`config.mk`:
```
export PLATFORM = sky130hd
export DESIGN_NAME = vlsu
export DESIGN_NICKNAME = d
export VERILOG_FILES = /design/src/vlsu_pkg.sv /design/src/vlsu_addrgen.sv /design/src/vlsu_wb_master.sv /design/src/vldu.sv /design/src/vstu.sv /design/src/vlsu.sv
export VERILOG_INCLUDE_DIRS = /design/src
export SDC_FILE = /design/constraint.sdc
export NUM_CORES = 1
export LEC_CHECK = 0
export BUFFER_PORTS_ARGS = -buffer_cell sky130_fd_sc_hd__buf_2
export CORE_MARGIN = 4
export CORE_UTILIZATION = 26
export DETAILED_ROUTE_END_ITERATION = 10
export SYNTH_ARGS = -nofsm -noshare
export SYNTH_HDL_FRONTEND = slang
export SYNTH_HIERARCHICAL = 1
export SYNTH_SLANG_ARGS = --single-unit
export TNS_END_PERCENT = 1
```
`constraint.sdc`:
```
create_clock -name clk_i -period 25.7 [get_ports clk_i]
set_input_delay 0 -clock clk_i [delete_from_list [all_inputs] [get_ports clk_i]]
set_output_delay 0 -clock clk_i [all_outputs]
set_load 0.02 [all_outputs]
```
`src/vlsu_settings.svh`:
```
`ifndef VLSU_SETTINGS_SVH
`define VLSU_SETTINGS_SVH

// Number of vector lanes
// Element i goes to lane i mod VLSU_LANES
`define VLSU_LANES 4

// Element width in bits, one element per memory beat
`define VLSU_ELEN 32

// Byte address width of the memory port
`define VLSU_AW 32

// Width of vector length and element index fields
// 5 bits allow up to 16 elements per instruction
`define VLSU_VLW 5

`endif

```
`src/vlsu_pkg.sv`:
```
`include "vlsu_settings.svh"

package vlsu_pkg;

  // One element word
  typedef logic [`VLSU_ELEN-1:0] elem_t;

  // Byte address and byte stride
  typedef logic [`VLSU_AW-1:0] addr_t;

  // Vector length or element index
  typedef logic [`VLSU_VLW-1:0] vlen_t;

  // Instruction from the sequencer
  typedef struct packed {
    logic  is_store;
    addr_t base;
    // Byte stride, must be a multiple of the element size
    addr_t stride;
    vlen_t vl;
  } ls_req_t;

  // End of instruction report
  typedef struct packed {
    logic valid;
    logic is_store;
    logic bus_err;
  } ls_resp_t;

  // One address beat, one element each
  typedef struct packed {
    addr_t addr;
    vlen_t elem;
    logic  is_store;
    logic  last;
  } addr_beat_t;

  // Completion of one beat
  // rdata is only meaningful for loads
  typedef struct packed {
    elem_t rdata;
    vlen_t elem;
    logic  last;
    logic  err;
  } mem_cpl_t;

  // Wishbone classic, master to slave
  typedef struct packed {
    logic                   cyc;
    logic                   stb;
    logic                   we;
    addr_t                  adr;
    elem_t                  dat;
    logic [`VLSU_ELEN/8-1:0] sel;
  } wb_m2s_t;

  // Wishbone classic, slave to master
  typedef struct packed {
    elem_t dat;
    logic  ack;
    logic  err;
  } wb_s2m_t;

endpackage

```
`src/vlsu_addrgen.sv`:
```
module vlsu_addrgen (
  input  logic                 clk_i,
  input  logic                 rst_n_i,
  // Sequencer request
  input  vlsu_pkg::ls_req_t    req_i,
  input  logic                 req_valid_i,
  output logic                 req_ready_o,
  // Earlier instruction still draining
  input  logic                 busy_i,
  output logic                 ack_o,
  output logic                 error_o,
  // Beat stream to the bus master
  output vlsu_pkg::addr_beat_t beat_o,
  output logic                 beat_valid_o,
  input  logic                 beat_ready_i
);

  logic            active_q;
  logic            ack_q;
  logic            error_q;
  logic            is_store_q;
  vlsu_pkg::addr_t addr_q;
  vlsu_pkg::addr_t stride_q;
  vlsu_pkg::vlen_t elem_q;
  vlsu_pkg::vlen_t vl_q;
  logic            accept;
  logic            misaligned;
  logic            beat_fire;

  // Idle, no ack pending and nothing outstanding downstream
  assign req_ready_o = !active_q && !ack_q && !busy_i;
  assign accept      = req_valid_i && req_ready_o;

  // Word alignment of base and stride
  assign misaligned = (|req_i.base[1:0]) || (|req_i.stride[1:0]);

  assign ack_o   = ack_q;
  assign error_o = error_q;

  // Current beat
  assign beat_valid_o    = active_q;
  assign beat_o.addr     = addr_q;
  assign beat_o.elem     = elem_q;
  assign beat_o.is_store = is_store_q;
  assign beat_o.last     = (elem_q == vl_q - 1'b1);
  assign beat_fire       = beat_valid_o && beat_ready_i;

  always_ff @(posedge clk_i or negedge rst_n_i) begin
    if (!rst_n_i) begin
      active_q <= 1'b0;
      ack_q    <= 1'b0;
      error_q  <= 1'b0;
      elem_q   <= '0;
    end else begin
      // Ack and error pulse for one cycle
      ack_q   <= accept;
      error_q <= accept && misaligned;
      if (accept) begin
        // A bad request never starts the beat stream
        active_q <= !misaligned;
        elem_q   <= '0;
      end else if (beat_fire) begin
        if (beat_o.last) begin
          active_q <= 1'b0;
        end else begin
          elem_q <= elem_q + 1'b1;
        end
      end
    end
  end

  // Running address
  always_ff @(posedge clk_i) begin
    if (accept) begin
      addr_q     <= req_i.base;
      stride_q   <= req_i.stride;
      vl_q       <= req_i.vl;
      is_store_q <= req_i.is_store;
    end else if (beat_fire) begin
      addr_q <= addr_q + stride_q;
    end
  end

  // Beat held while the bus master stalls
  assert property (@(posedge clk_i) disable iff (!rst_n_i)
    beat_valid_o && !beat_ready_i |=> beat_valid_o && $stable(beat_o));

endmodule

```
`src/vlsu_wb_master.sv`:
```
module vlsu_wb_master (
  input  logic                 clk_i,
  input  logic                 rst_n_i,
  // Beats from the address generator
  input  vlsu_pkg::addr_beat_t beat_i,
  input  logic                 beat_valid_i,
  output logic                 beat_ready_o,
  // Store data from the store unit
  input  vlsu_pkg::elem_t      st_data_i,
  input  logic                 st_data_valid_i,
  output logic                 st_data_ready_o,
  // Wishbone classic
  output vlsu_pkg::wb_m2s_t    wb_o,
  input  vlsu_pkg::wb_s2m_t    wb_i,
  // Completions, steered by direction
  output vlsu_pkg::mem_cpl_t   cpl_o,
  output logic                 ld_cpl_valid_o,
  input  logic                 ld_cpl_ready_i,
  output logic                 st_cpl_valid_o,
  input  logic                 st_cpl_ready_i
);

  typedef enum logic [1:0] {
    st_idle,
    st_bus,
    st_cpl
  } state_e;

  state_e          state_q;
  logic            we_q;
  logic            last_q;
  logic            err_q;
  vlsu_pkg::addr_t adr_q;
  vlsu_pkg::elem_t dat_q;
  vlsu_pkg::elem_t rdata_q;
  vlsu_pkg::vlen_t elem_q;
  logic            beat_fire;
  logic            bus_done;
  logic            cpl_fire;

  // A store beat waits for its data, a load beat goes alone
  assign beat_ready_o    = (state_q == st_idle) && (!beat_i.is_store || st_data_valid_i);
  assign st_data_ready_o = (state_q == st_idle) && beat_valid_i && beat_i.is_store;
  assign beat_fire       = beat_valid_i && beat_ready_o;

  // Slave ends the cycle with ack or err
  assign bus_done = (state_q == st_bus) && (wb_i.ack || wb_i.err);

  // Completion goes to the side that issued the beat
  assign ld_cpl_valid_o = (state_q == st_cpl) && !we_q;
  assign st_cpl_valid_o = (state_q == st_cpl) && we_q;
  assign cpl_fire = (ld_cpl_valid_o && ld_cpl_ready_i) || (st_cpl_valid_o && st_cpl_ready_i);

  always_comb begin
    // cyc and stb rise and fall together
    wb_o.cyc = (state_q == st_bus);
    wb_o.stb = (state_q == st_bus);
    wb_o.we  = we_q;
    wb_o.adr = adr_q;
    wb_o.dat = dat_q;
    // Full element access only
    wb_o.sel = '1;
  end

  always_comb begin
    cpl_o.rdata = rdata_q;
    cpl_o.elem  = elem_q;
    cpl_o.last  = last_q;
    cpl_o.err   = err_q;
  end

  always_ff @(posedge clk_i or negedge rst_n_i) begin
    if (!rst_n_i) begin
      state_q <= st_idle;
    end else begin
      case (state_q)
        st_idle: if (beat_fire) state_q <= st_bus;
        st_bus:  if (bus_done) state_q <= st_cpl;
        // No new beat until the completion is taken
        st_cpl:  if (cpl_fire) state_q <= st_idle;
        default: state_q <= st_idle;
      endcase
    end
  end

  // Cycle attributes and returned data
  always_ff @(posedge clk_i) begin
    if (beat_fire) begin
      adr_q  <= beat_i.addr;
      we_q   <= beat_i.is_store;
      elem_q <= beat_i.elem;
      last_q <= beat_i.last;
      dat_q  <= st_data_i;
    end
    if (bus_done) begin
      rdata_q <= wb_i.dat;
      err_q   <= wb_i.err;
    end
  end

  assert property (@(posedge clk_i) disable iff (!rst_n_i)
    wb_o.stb |-> wb_o.cyc);

  // Request held until the slave answers
  assert property (@(posedge clk_i) disable iff (!rst_n_i)
    wb_o.stb && !wb_i.ack && !wb_i.err |=>
      wb_o.stb && $stable(wb_o.adr) && $stable(wb_o.dat) && $stable(wb_o.we));

endmodule

```
`src/vldu.sv`:
```
`include "vlsu_settings.svh"

module vldu (
  input  logic                                 clk_i,
  input  logic                                 rst_n_i,
  // Load completions
  input  vlsu_pkg::mem_cpl_t                   cpl_i,
  input  logic                                 cpl_valid_i,
  output logic                                 cpl_ready_o,
  // Lane write ports
  output logic            [`VLSU_LANES-1:0]    res_req_o,
  output vlsu_pkg::vlen_t [`VLSU_LANES-1:0]    res_idx_o,
  output vlsu_pkg::elem_t [`VLSU_LANES-1:0]    res_data_o,
  input  logic            [`VLSU_LANES-1:0]    res_gnt_i,
  // End of load
  output vlsu_pkg::ls_resp_t                   resp_o,
  output logic                                 busy_o
);

  logic               buf_valid_q;
  vlsu_pkg::mem_cpl_t buf_q;
  logic               err_sticky_q;
  vlsu_pkg::ls_resp_t resp_q;
  logic               cpl_fire;
  logic               gnt;

  // Single entry buffer, refilled once the lane grants
  assign cpl_ready_o = !buf_valid_q;
  assign cpl_fire    = cpl_valid_i && cpl_ready_o;

  always_comb begin
    for (int l = 0; l < `VLSU_LANES; l++) begin
      // Lane from the element index, word index within that lane
      res_req_o[l]  = buf_valid_q && (buf_q.elem % `VLSU_LANES == l);
      res_idx_o[l]  = vlsu_pkg::vlen_t'(buf_q.elem / `VLSU_LANES);
      res_data_o[l] = buf_q.rdata;
    end
  end

  assign gnt = |(res_req_o & res_gnt_i);

  always_ff @(posedge clk_i or negedge rst_n_i) begin
    if (!rst_n_i) begin
      buf_valid_q  <= 1'b0;
      err_sticky_q <= 1'b0;
      resp_q       <= '0;
    end else begin
      resp_q <= '0;
      if (cpl_fire) begin
        buf_valid_q <= 1'b1;
      end else if (gnt) begin
        buf_valid_q <= 1'b0;
        if (buf_q.last) begin
          // Report, folding in any earlier bus error
          resp_q.valid   <= 1'b1;
          resp_q.bus_err <= err_sticky_q || buf_q.err;
          err_sticky_q   <= 1'b0;
        end else begin
          err_sticky_q <= err_sticky_q || buf_q.err;
        end
      end
    end
  end

  always_ff @(posedge clk_i) begin
    if (cpl_fire) begin
      buf_q <= cpl_i;
    end
  end

  assign resp_o = resp_q;
  assign busy_o = buf_valid_q;

  // Only one lane is written at a time
  assert property (@(posedge clk_i) disable iff (!rst_n_i)
    $onehot0(res_req_o));

endmodule

```
`src/vstu.sv`:
```
`include "vlsu_settings.svh"

module vstu (
  input  logic                                 clk_i,
  input  logic                                 rst_n_i,
  // Vector length of the store, zero when none is active
  input  vlsu_pkg::vlen_t                      vl_i,
  // Operand group from the lanes
  input  vlsu_pkg::elem_t [`VLSU_LANES-1:0]    stu_operand_i,
  input  logic            [`VLSU_LANES-1:0]    stu_operand_valid_i,
  output logic                                 stu_operand_ready_o,
  // Store data in element order
  output vlsu_pkg::elem_t                      st_data_o,
  output logic                                 st_data_valid_o,
  input  logic                                 st_data_ready_i,
  // Store completions
  input  vlsu_pkg::mem_cpl_t                   cpl_i,
  input  logic                                 cpl_valid_i,
  output logic                                 cpl_ready_o,
  output vlsu_pkg::ls_resp_t                   resp_o,
  output logic                                 busy_o
);

  logic                                 active_q;
  logic                                 grp_valid_q;
  logic                                 err_q;
  vlsu_pkg::vlen_t                      vl_q;
  vlsu_pkg::vlen_t                      sent_q;
  vlsu_pkg::vlen_t                      cpl_cnt_q;
  logic [$clog2(`VLSU_LANES)-1:0]       lane_q;
  vlsu_pkg::elem_t [`VLSU_LANES-1:0]    grp_q;
  vlsu_pkg::ls_resp_t                   resp_q;
  logic [`VLSU_LANES-1:0]               need;
  logic                                 take;
  logic                                 data_fire;
  logic                                 grp_end;
  logic                                 cpl_fire;
  logic                                 cpl_done;

  // Lanes past vl in the last group are ignored
  always_comb begin
    for (int l = 0; l < `VLSU_LANES; l++) begin
      need[l] = (32'(sent_q) + l) < 32'(vl_q);
    end
  end

  assign stu_operand_ready_o = active_q && !grp_valid_q && (sent_q < vl_q);
  assign take = stu_operand_ready_o && (&(stu_operand_valid_i | ~need));

  // Serialize the held group lane by lane
  assign st_data_o       = grp_q[lane_q];
  assign st_data_valid_o = grp_valid_q;
  assign data_fire       = st_data_valid_o && st_data_ready_i;
  assign grp_end = (32'(lane_q) == `VLSU_LANES - 1) || (sent_q + 1'b1 == vl_q);

  assign cpl_ready_o = active_q;
  assign cpl_fire    = cpl_valid_i && cpl_ready_o;
  assign cpl_done    = (cpl_cnt_q + 1'b1 == vl_q);

  always_ff @(posedge clk_i or negedge rst_n_i) begin
    if (!rst_n_i) begin
      active_q    <= 1'b0;
      grp_valid_q <= 1'b0;
      err_q       <= 1'b0;
      vl_q        <= '0;
      sent_q      <= '0;
      cpl_cnt_q   <= '0;
      lane_q      <= '0;
      resp_q      <= '0;
    end else begin
      resp_q <= '0;
      if (!active_q) begin
        // Start once the store is known, not while reporting the last one
        if (vl_i != '0 && !resp_q.valid) begin
          active_q  <= 1'b1;
          vl_q      <= vl_i;
          sent_q    <= '0;
          cpl_cnt_q <= '0;
          err_q     <= 1'b0;
        end
      end else begin
        if (take) begin
          grp_valid_q <= 1'b1;
          lane_q      <= '0;
        end
        if (data_fire) begin
          sent_q <= sent_q + 1'b1;
          lane_q <= lane_q + 1'b1;
          if (grp_end) grp_valid_q <= 1'b0;
        end
        if (cpl_fire) begin
          if (cpl_done) begin
            active_q        <= 1'b0;
            resp_q.valid    <= 1'b1;
            resp_q.is_store <= 1'b1;
            resp_q.bus_err  <= err_q || cpl_i.err;
          end else begin
            cpl_cnt_q <= cpl_cnt_q + 1'b1;
            err_q     <= err_q || cpl_i.err;
          end
        end
      end
    end
  end

  // Group payload
  always_ff @(posedge clk_i) begin
    if (take) begin
      grp_q <= stu_operand_i;
    end
  end

  assign resp_o = resp_q;
  assign busy_o = active_q;

  // Completion count agrees with the last flag from the address generator
  assert property (@(posedge clk_i) disable iff (!rst_n_i)
    cpl_fire |-> (cpl_i.last == cpl_done));

endmodule

```
`src/vlsu.sv`:
```
`include "vlsu_settings.svh"

module vlsu (
  input  logic                                 clk_i,
  input  logic                                 rst_n_i,
  // Sequencer
  input  vlsu_pkg::ls_req_t                    req_i,
  input  logic                                 req_valid_i,
  output logic                                 req_ready_o,
  output logic                                 addrgen_ack_o,
  output logic                                 addrgen_error_o,
  // Store operands from the lanes
  input  vlsu_pkg::elem_t [`VLSU_LANES-1:0]    stu_operand_i,
  input  logic            [`VLSU_LANES-1:0]    stu_operand_valid_i,
  output logic                                 stu_operand_ready_o,
  // Load results to the lanes
  output logic            [`VLSU_LANES-1:0]    res_req_o,
  output vlsu_pkg::vlen_t [`VLSU_LANES-1:0]    res_idx_o,
  output vlsu_pkg::elem_t [`VLSU_LANES-1:0]    res_data_o,
  input  logic            [`VLSU_LANES-1:0]    res_gnt_i,
  // Memory
  output vlsu_pkg::wb_m2s_t                    wb_o,
  input  vlsu_pkg::wb_s2m_t                    wb_i,
  output vlsu_pkg::ls_resp_t                   resp_o
);

  vlsu_pkg::addr_beat_t beat;
  logic                 beat_valid;
  logic                 beat_ready;
  vlsu_pkg::elem_t      st_data;
  logic                 st_data_valid;
  logic                 st_data_ready;
  vlsu_pkg::mem_cpl_t   cpl;
  logic                 ld_cpl_valid;
  logic                 ld_cpl_ready;
  logic                 st_cpl_valid;
  logic                 st_cpl_ready;
  vlsu_pkg::ls_resp_t   ldu_resp;
  vlsu_pkg::ls_resp_t   stu_resp;
  logic                 ldu_busy;
  logic                 stu_busy;
  logic                 outstanding_q;
  logic                 is_store_q;
  vlsu_pkg::vlen_t      vl_q;
  vlsu_pkg::vlen_t      st_vl;

  // Outstanding from a good ack until the end report
  always_ff @(posedge clk_i or negedge rst_n_i) begin
    if (!rst_n_i) begin
      outstanding_q <= 1'b0;
    end else if (addrgen_ack_o && !addrgen_error_o) begin
      outstanding_q <= 1'b1;
    end else if (resp_o.valid) begin
      outstanding_q <= 1'b0;
    end
  end

  always_ff @(posedge clk_i) begin
    if (req_valid_i && req_ready_o) begin
      is_store_q <= req_i.is_store;
      vl_q       <= req_i.vl;
    end
  end

  // Store unit only sees a length while a store is in flight
  assign st_vl = (outstanding_q && is_store_q) ? vl_q : '0;

  vlsu_addrgen i_addrgen (
    .clk_i       (clk_i),
    .rst_n_i     (rst_n_i),
    .req_i       (req_i),
    .req_valid_i (req_valid_i),
    .req_ready_o (req_ready_o),
    .busy_i      (outstanding_q || ldu_busy || stu_busy),
    .ack_o       (addrgen_ack_o),
    .error_o     (addrgen_error_o),
    .beat_o      (beat),
    .beat_valid_o(beat_valid),
    .beat_ready_i(beat_ready)
  );

  vlsu_wb_master i_wb_master (
    .clk_i          (clk_i),
    .rst_n_i        (rst_n_i),
    .beat_i         (beat),
    .beat_valid_i   (beat_valid),
    .beat_ready_o   (beat_ready),
    .st_data_i      (st_data),
    .st_data_valid_i(st_data_valid),
    .st_data_ready_o(st_data_ready),
    .wb_o           (wb_o),
    .wb_i           (wb_i),
    .cpl_o          (cpl),
    .ld_cpl_valid_o (ld_cpl_valid),
    .ld_cpl_ready_i (ld_cpl_ready),
    .st_cpl_valid_o (st_cpl_valid),
    .st_cpl_ready_i (st_cpl_ready)
  );

  vldu i_vldu (
    .clk_i      (clk_i),
    .rst_n_i    (rst_n_i),
    .cpl_i      (cpl),
    .cpl_valid_i(ld_cpl_valid),
    .cpl_ready_o(ld_cpl_ready),
    .res_req_o  (res_req_o),
    .res_idx_o  (res_idx_o),
    .res_data_o (res_data_o),
    .res_gnt_i  (res_gnt_i),
    .resp_o     (ldu_resp),
    .busy_o     (ldu_busy)
  );

  vstu i_vstu (
    .clk_i              (clk_i),
    .rst_n_i            (rst_n_i),
    .vl_i               (st_vl),
    .stu_operand_i      (stu_operand_i),
    .stu_operand_valid_i(stu_operand_valid_i),
    .stu_operand_ready_o(stu_operand_ready_o),
    .st_data_o          (st_data),
    .st_data_valid_o    (st_data_valid),
    .st_data_ready_i    (st_data_ready),
    .cpl_i              (cpl),
    .cpl_valid_i        (st_cpl_valid),
    .cpl_ready_o        (st_cpl_ready),
    .resp_o             (stu_resp),
    .busy_o             (stu_busy)
  );

  // One instruction at a time, so at most one report is valid
  assign resp_o = ldu_resp | stu_resp;

  assert property (@(posedge clk_i) disable iff (!rst_n_i)
    !(ldu_resp.valid && stu_resp.valid));

  // A report only ends an accepted, well formed instruction
  assert property (@(posedge clk_i) disable iff (!rst_n_i)
    resp_o.valid |-> outstanding_q);

endmodule

```
* Yosys cells after proc, flatten, opt, wreduce, memory -nomap -nowiden
Cells that the tools add are included.
** Storage, ports and cells
- Logic and storage cells :: 188
- Bits of input ports :: 243
- Output and inout bits :: 230
- Register bits after elaboration :: 379
** Cells by class
- Eq/ne operators :: 16
- Mux-type cells :: 48
- Bitwise gates (word level) :: 6
- $lt $le $gt $ge :: 6
- Add/sub/neg operators :: 9
- Reduce and logical (&&, ||, !) cells :: 64
** Operators by type and width (number)
- $lt A32 B5 Y1 :: 3
- $mux W32 :: 3
- $bmux W32 S2 :: 1
- $mux W5 :: 10
- $add A32 B32 Y32 :: 1
- $logic_not A32 Y1 :: 1
- $mux W1 :: 25
- $logic_and A1 B1 Y1 :: 24
- $add A5 B1 Y5 const B :: 3
- $eq A5 B5 Y1 :: 3
- $add A5 B2 Y6 const B :: 2
- $reduce_and A2 Y1 :: 6
- $reduce_bool A2 Y1 :: 6
- $logic_not A1 Y1 :: 10
- $lt A5 B5 Y1 :: 2
- $mux W2 :: 5
- $ne A2 B2 Y1 const B :: 5
- $logic_or A1 B1 Y1 :: 9
- $mux W3 :: 3
- $eq A2 B2 Y1 const B :: 4
- $add A5 B1 Y6 const B :: 1
- $pmux W2 S3 :: 1
- $reduce_and A3 Y1 :: 2
- $reduce_bool A5 Y1 :: 1
- 14 further kinds :: 18

* Longest topological paths before layout
Gate-level depths: netlist of run 1.
- Depth in word-level cells :: 9
- Depth in mapped cells :: 10
- Mapped depth without buffers :: 10

* By module
Netlist of run 1, hierarchy kept.
** Modules (own cells, without submodules)
- vstu :: area an instance 6301.0 sq um, cells each 351, seq. area each 4394.2 sq um, instances 1
- vlsu_addrgen :: area an instance 4635.7 sq um, cells each 451, seq. area each 2302.2 sq um, instances 1
- vlsu_wb_master :: area an instance 3352.0 sq um, cells each 131, seq. area each 3173.0 sq um, instances 1
- vldu :: area an instance 2522.4 sq um, cells each 212, seq. area each 1271.2 sq um, instances 1
- vlsu :: area an instance 287.8 sq um, cells each 20, seq. area each 205.2 sq um, instances 1

* Least setup slack after synthesis of run 1
No wires, ideal clock.
- Kind :: register to register
- From :: register i_vstu.sent_q[2]
- To :: register i_vstu.lane_q[0]
- Path buffers :: 1
- Setup time :: 0.649 ns
- Data arrival time :: 14.714 ns
- Setup slack :: 10.337 ns
- Required time :: 25.051 ns
- Stages on the path, launching flop included :: 10
- Period minus slack after synthesis :: 15.363 ns
- Path through :: dfrtp_1 -> clkbuf_1 -> nand3_1 -> xnor2_1 -> ha_1 -> nand2_1 -> nand2_1 -> a31oi_1 -> nor4_1 -> o21ai_0
** On the way
- Cells in the longest elaborated chain, start to end :: 8
- Elaborated cells on any way between the ends :: 15
- Classes of those cells :: 3 x add/sub; 5 x order compare; 2 x bitwise; 5 x reduce/logical
** Ends and longest elaborated chain
- start, declared :: RTL line vstu.sv:28 : vlsu_pkg::vlen_t sent_q;
- start signal, assigned :: RTL line vstu.sv:87 : sent_q <= sent_q + 1'b1;
- $add A5 B1 Y6 or $add A5 B2 Y6 (tied branches) :: RTL line vstu.sv:43 : need[l] = (32'(sent_q) + l) < 32'(vl_q);
- $lt A32 B5 Y1 :: RTL line vstu.sv:43
- $not A4 Y4 :: RTL line vstu.sv:48 : assign take = stu_operand_ready_o && (&(stu_operand_valid_i | ~need));
- $or A4 B4 Y4 :: RTL line vstu.sv:48
- $reduce_and A4 Y1 :: RTL line vstu.sv:48
- $logic_and A1 B1 Y1 * :: RTL line vstu.sv:48
- named net i_vstu.take :: RTL line vstu.sv:34 : logic take;
- $reduce_bool A2 Y1 (no line) *
- $reduce_and A2 Y1 (no line) *
- end signal, assigned :: RTL line vstu.sv:88 : lane_q <= lane_q + 1'b1;
- end, declared :: RTL line vstu.sv:30 : logic [$clog2(`VLSU_LANES)-1:0] lane_q;
The timed path passes the listed nets; every way through them passes the cells marked *.
A chain may end at the register's enable or synchronous reset.

* Final worst setup path of run 1
- From :: register i_vstu.sent_q[2]
- To :: register i_vstu/grp_q[19] in the netlist's numbering, enable pin
** On the way
- Cells in the longest elaborated chain, start to end :: 6
- Elaborated cells on any way between the ends :: 13
- Classes of those cells :: 3 x add/sub; 5 x order compare; 2 x bitwise; 3 x reduce/logical
** Ends and longest elaborated chain
- $add A5 B1 Y6 or $add A5 B2 Y6 (tied branches) :: RTL line vstu.sv:43
- $lt A32 B5 Y1 :: RTL line vstu.sv:43
- $not A4 Y4 :: RTL line vstu.sv:48
- $or A4 B4 Y4 :: RTL line vstu.sv:48
- $reduce_and A4 Y1 :: RTL line vstu.sv:48
- $logic_and A1 B1 Y1 * :: RTL line vstu.sv:48
- named net i_vstu.take :: RTL line vstu.sv:34
- end signal, assigned :: RTL line vstu.sv:109 : grp_q <= stu_operand_i;
- end, declared :: RTL line vstu.sv:31 : vlsu_pkg::elem_t [`VLSU_LANES-1:0] grp_q;
Marked as above.

==> flow_summary.ini, run 1 <==
[power_and_ir_drop]
p_switching_uw = 552
p_sw_share_pct = 28.8
cellPowerDensity_mw_per_mm2 = 82.5
pwr-share-comb_pct = 22.0
power_frac_clock_pct = 34.1
seqPwrFrac_pct = 43.9
ir_drop_uv = 65.4
internal_power_mw = 1.36
p_leak_nw = 9.10

[routing]
drc = 0
vias = 11515
routed_wl_um = 46500
ant_nets = 0
initialDrtViolationCount = 622
detail_route.wl_per_cell_um = 17.6
first_pass_iters = 5
vias_per_cell = 4.36

[floorplanning]
num_rows = 93
dieWidth_um = 264
dieArea_mm2 = 0.0699
start_util_pct = 26.4
die_h_um = 264
pin_count = 473
core_region_area_mm2 = 0.0648

[logic_synthesis]
post_synth.cell_area_avg_um2 = 14.7
async_flop_share_pct = 9.64
ys_seq_elements = 384
ys_seq_area_share_pct = 66.4
synth_edf_count = 347
netlist_area_mm2 = 0.0171
synth_cell_types = 82
synthCells = 1165
synth_flop_cell = edfxtp_1
yosys_warnings = 6

[sta]
rsz0062_at_grt = no
fin_crit_ns = 3.90
max_freq_ghz = 0.256
final_max_slew_viol_count = 0
setup_viol = 0
fin_worst_skew_ns = 0.0141
slew_headroom_pct = 21.8
post-route-period-util_pct = 15.2
hold_violations = 0
tns_ns = 0
worst_pin_slew_ns = 1.17

[global_route]
grt_max_degree = 82
grt_pass1_vias = 12135
grt_first_pass_wirelength_um = 70800
groute.usage.overall_pct = 12.8
antenna_found_initial = 7
grt-ovfl-total = 0

[clock_network]
htreeDepth = 2
cts_tree = yes
clk_path_buf_depth = 3
clkTransAtPathRegs_ns = 0.06
clock-root-buffer = clkbuf_16
cts_made_buffers = 45
post_cts_buffers = 0
insertion_delay_ns = 0.58
cts.sinks = 384

[setup_path]
startpoint_type = flop
crit_fanout = 81
path_class = flop to flop
cp.required_ns = 25.89
end_kind = flop
crit_arrival_ns = 4.10

[cells_and_area]
final_cell_mix = buf_2, edfxtp_1, dlygate4sd3_1, nand2_1, nor2_1
fin_nets = 2047
final_common_cell = buf_2
fillers = 6226
area_growth_pct = 35.7
drive_gt1_share_pct = 34.0
stdcell_count = 2641

[placed_design]
globalplace.congestion = 0.836
place_inst = 2314
port_buffers = 460
dp_hpwl_um = 31500

[run]
maxCapViolCount = 0

[status]
status = complete, no violations

[worst_hold_path]
hold_class = input port to flop
## power groups by stage
stage	registers (mW)	logic [mW]	clock network, mW
2_1_floorplan	0.850	0.293	0
3_3_place_gp	0.851	0.383	0
3_5_place_dp	0.854	0.392	0
4_1_cts	0.841	0.424	0.674
5_1_grt	0.848	0.463	0.701
6_report	0.839	0.421	0.653
## layout make-up
cell class | count | area (um2) | share of cell area, %
flip-flops and latches | 384 | 11300 | 48.9
repair buffers | 708 | 4760 | 20.5
multi-input cells | 581 | 4410 | 19.0
clock buffers | 51 | 1150 | 4.95
well taps | 855 | 1070 | 4.61
clock inverters | 33 | 355 | 1.53
inverters | 26 | 97.6 | 0.421
diodes | 3 | 7.51 | 0.0324
## cells by family (layout without fill, tap and decap cells)
group                    after synthesis  count (layout)  share of synthesized area [%]
AO/OA/AOI/OAI                        182             182                           7.05
XOR/XNOR                              48              48                           2.54
adder cells (fa/ha/maj)               58              58                           4.29
buffers and inverters                211             818                           8.23
flip-flops                           384             384                           66.4
multiplexers                          40              40                           4.69
other                                  2              16                         0.0439
AND/OR/NAND/NOR                      240             240                           6.81
## through the flow
stage	power, mW	area [um2]	util [%]	setup WS (ns)	hold WS [ns]
6_report	1.91	23200	35.8	21.80	0.0429
5_1_grt	2.01	23200	35.8	21.50	0.0771
4_1_cts	1.94	23200	35.8	21.77	0.0148
3_5_place_dp	1.25	19300	29.8	21.79	0.178
3_3_place_gp	1.23	19300	29.8	21.87	0.162
2_1_floorplan	1.14	17100	-	10.34	-0.296
## flip-flops by register name (all words and copies together) (netlist names), 5 cells and up
register             flops
i_addrgen/addr_q        32
i_addrgen/elem_q         5
i_addrgen/stride_q      32
i_addrgen/vl_q           5
i_vldu/buf_q             7
i_vldu/res_data_o       32
i_vstu/cpl_cnt_q         5
i_vstu/grp_q           128
i_vstu/sent_q            5
i_vstu/vl_q              5
i_wb_master/adr_q       32
i_wb_master/dat_q       32
i_wb_master/elem_q       5
i_wb_master/rdata_q     32
vl_q                     5
## critical path, cell delays in order, from the launching register on
cell      delay (ns)
dfrtp_1         0.53
ha_1            0.30
nand2_1         0.11
xnor2_1         0.16
ha_1            0.35
a21o_1          0.12
nand2_1         0.04
o2111a_1        0.13
nor4_2          0.26
buf_4           0.56
buf_4           0.86
## synth_stat cells (17+ instances only)
cell type / instances / share of area [%]
xor2_1: 24 / 1.2
edfxtp_1: 347 / 61
a21oi_1: 59 / 1.7
nor2_1: 62 / 1.4
inv_1: 25 / 0.55
nand2_1: 86 / 1.9
o21ai_0: 42 / 1.2
xnor2_1: 23 / 1.2
clkbuf_1: 17 / 0.37
ha_1: 57 / 4.2
mux4_2: 32 / 4.2
buf_4: 160 / 7.0
dfrtp_1: 37 / 5.4
## worst paths after layout
path / from / end / slack (ns) / cells after the start
setup / recovery: i_vstu/sent_q[2] / i_vstu/grp_q[19] / 21.80 / 10
hold / removal: res_gnt_i[3] / i_vldu/resp_o[2] / 0.04 / 4
setup reg to reg: i_vstu/sent_q[2] / i_vstu/grp_q[19] / 21.80 / 10
hold reg to reg: i_wb_master/rdata_q[18] / i_vldu/res_data_o[18] / 0.42 / 0
max in group asynchronous: rst_n_i / i_vstu/lane_q[0] / 24.94 / 2
min in group asynchronous: rst_n_i / i_vldu/resp_o[2] / 0.12 / 2
## layer usage
metal / routed length [um] / vias up / GRT usage (%) / share of wire [%]
met5: 13 / - / 0 / 0.028
met4: 1310 / 2 / 4.15 / 2.8
met3: 3660 / 87 / 3.61 / 7.9
met2: 23300 / 499 / 22.6 / 50
met1: 18200 / 5571 / 14.9 / 39
li1: - / 5356 / - / -
## what timing repair did
item / in CTS / in global routing
hold buffers: 240 / 0
hold endpoints to repair: 285 / 0
resized for setup: 0 / 0
No activity file was read; power rests on OpenSTA's default activity.
==> run 2: changes to the inputs <==
==> constraint.sdc (replaced) <==
create_clock -name clk_i -period 3.6 [get_ports clk_i]
set_input_delay 0 -clock clk_i [delete_from_list [all_inputs] [get_ports clk_i]]
set_output_delay 0 -clock clk_i [all_outputs]
set_load 0.02 [all_outputs]
==> run 2 against run 1 <==
  * Clock skew increased by 0.012 ns
  * Critical path type unchanged
  * Flip-flop and latch count unchanged
  * Largest cell class unchanged
  * Critical endpoint is now i_addrgen/addr_q[30]
  * Routed wire length grew 1.5%
  * Via count fell by 0.30%
  * Setup slack worse by 21 ns
  * Largest power group unchanged
  * Global-route usage rose by 0.085 points
  * Count of clock-buffer cells in the layout grew 6
  * Combinational power increased to 7.2 times the previous value
  * Utilization up 0.11 points
  * Hold slack better by 0.025 ns
  * Cell count is 0.27% higher
==> flow_summary.ini, run 2 (synthesis results as in run 1) <==
[clock_network]
post_cts_resized = 0
cts_tree = yes
htreeDepth = 2
clkTransAtPathRegs_ns = 0.06
insertion_delay_ns = 0.57
clock-root-buffer = clkbuf_16
clk_path_buf_depth = 3
post_cts_buffers = 0
cts.sinks = 384
cts_made_buffers = 45

[routing]
vias = 11480
drc = 0
vias_per_cell = 4.34
routed_wl_um = 47200
first_pass_iters = 5
ant_nets = 0
initialDrtViolationCount = 745
detail_route.wl_per_cell_um = 17.8

[sta]
max_freq_ghz = 0.330
rsz0062_at_grt = no
fin_ws_ns = 0.571
post-route-period-util_pct = 84.1
setup_viol = 0
final_max_slew_viol_count = 0
fin_worst_skew_ns = 0.0259
worst_pin_slew_ns = 0.962
fin_crit_ns = 3.03
slew_headroom_pct = 35.7
hold_violations = 0

[placed_design]
pre_cts_slack_ns = 0.592
globalplace.congestion = 0.826
dpl_cell_area_mm2 = 0.0194
port_buffers = 460
dp_hpwl_um = 33400

[setup_path]
path_class = flop to flop
end_kind = flop
crit_fanout = 5
crit_arrival_ns = 3.34
cp.required_ns = 3.91
startpoint_type = flop

[cells_and_area]
fin_nets = 2054
finalInstanceArea_mm2 = 0.0233
post-route-util_pct = 35.9
final_common_cell = buf_2
regMostFlops = i_vstu/grp_q
drive_gt1_share_pct = 34.1
final_cell_mix = buf_2, edfxtp_1, dlygate4sd3_1, nand2_1, nor2_1
largest_reg_flops = 128
area_growth_pct = 36.1

[run]
maxCapViolCount = 0

[global_route]
antenna_found_initial = 10
grt_max_degree = 64
grt_first_pass_wirelength_um = 70700
gr-max-usage-layer = met2
met2_usage_pct = 23.0
grt-ovfl-total = 0
use_met1_pct = 14.8
grt_pass1_vias = 11997
groute.usage.overall_pct = 12.8
grtUsageMet3_pct = 4.00

[power_and_ir_drop]
p_switching_mw = 3.93
p_leak_nw = 9.11
internal_power_mw = 9.60
power_frac_clock_pct = 33.0
seqPwrFrac_pct = 44.5
p_sw_share_pct = 29.0
pwr-share-comb_pct = 22.5
ir_drop_uv = 498
cellPowerDensity_mw_per_mm2 = 581

[floorplanning]
pin_count = 473
core_region_area_mm2 = 0.0648
start_util_pct = 26.4
dieWidth_um = 264
die_h_um = 264
num_rows = 93
dieArea_mm2 = 0.0699

[worst_hold_path]
hold_class = input port to flop

[status]
status = complete, no violations
[run 2: repair_timing]
| item | in CTS | in global routing |
|---|---|---|
| endpoints found under the setup margin | 0 | 0 |
| hold endpoints to repair | 286 | 0 |
| hold buffers | 239 | 0 |
[run 2: critical path, stage by stage (launching register included)]
cell      delay, ns
edfxtp_1       0.39
ha_1           0.24
fa_1           0.41
a21oi_1        0.24
o22ai_1        0.21
a31oi_1        0.39
nor3_1         0.11
or3_4          0.40
nor4b_1        0.31
a211oi_1       0.08
[run 2: final cells by class]
type / instances / area (um2)
Fill cell: 6141 / 41500
Antenna cell: 5 / 12.5
Inverter: 26 / 97.6
Clock buffer: 57 / 1200
Clock inverter: 25 / 241
Sequential cell: 384 / 11300
Tap cell: 855 / 1070
Multi-Input combinational cell: 581 / 4430
Timing Repair Buffer: 715 / 4860
[run 2: metrics by stage]
step	std cells	TNS [ns]	power (mW)	hold WS, ns
finish	2648	0	13.5	0.0683
global route	2644	0	14.3	0.0561
CTS	2643	0	13.7	0.0310
detailed placement	2322	0	8.97	0.160
global placement	2322	0	8.88	0.153
floorplan	1176	-318.78	8.12	-0.296
[run 2: layer usage]
layer / wire length [um] / share of wire [%]
met5: 31 / 0.066
met4: 1210 / 2.6
met3: 3910 / 8.3
met2: 23700 / 50
met1: 18300 / 39
[run 2: power groups by stage]
stage | registers, mW | clock network [mW] | logic [mW]
2_1_floorplan | 6.01 | 0 | 2.11
3_3_place_gp | 6.10 | 0 | 2.78
3_5_place_dp | 6.12 | 0 | 2.84
4_1_cts | 6.04 | 4.59 | 3.08
5_1_grt | 6.09 | 4.81 | 3.36
6_report | 6.02 | 4.46 | 3.05
[run 2: path summary, 6_finish.rpt]
path                                         from                     end  slack (ns)  cells after the start
max in group asynchronous                 rst_n_i        i_vstu/sent_q[1]        2.89                      2
max reg2reg                   i_addrgen/addr_q[0]    i_addrgen/addr_q[30]        0.57                      9
min reg2reg                i_wb_master/rdata_q[0]    i_vldu/res_data_o[0]        0.42                      0
min in group asynchronous                 rst_n_i  i_vstu/st_data_valid_o        0.11                      2
min                        stu_operand_valid_i[0]        i_vstu/grp_q[92]        0.07                      4
max                           i_addrgen/addr_q[0]    i_addrgen/addr_q[30]        0.57                      9
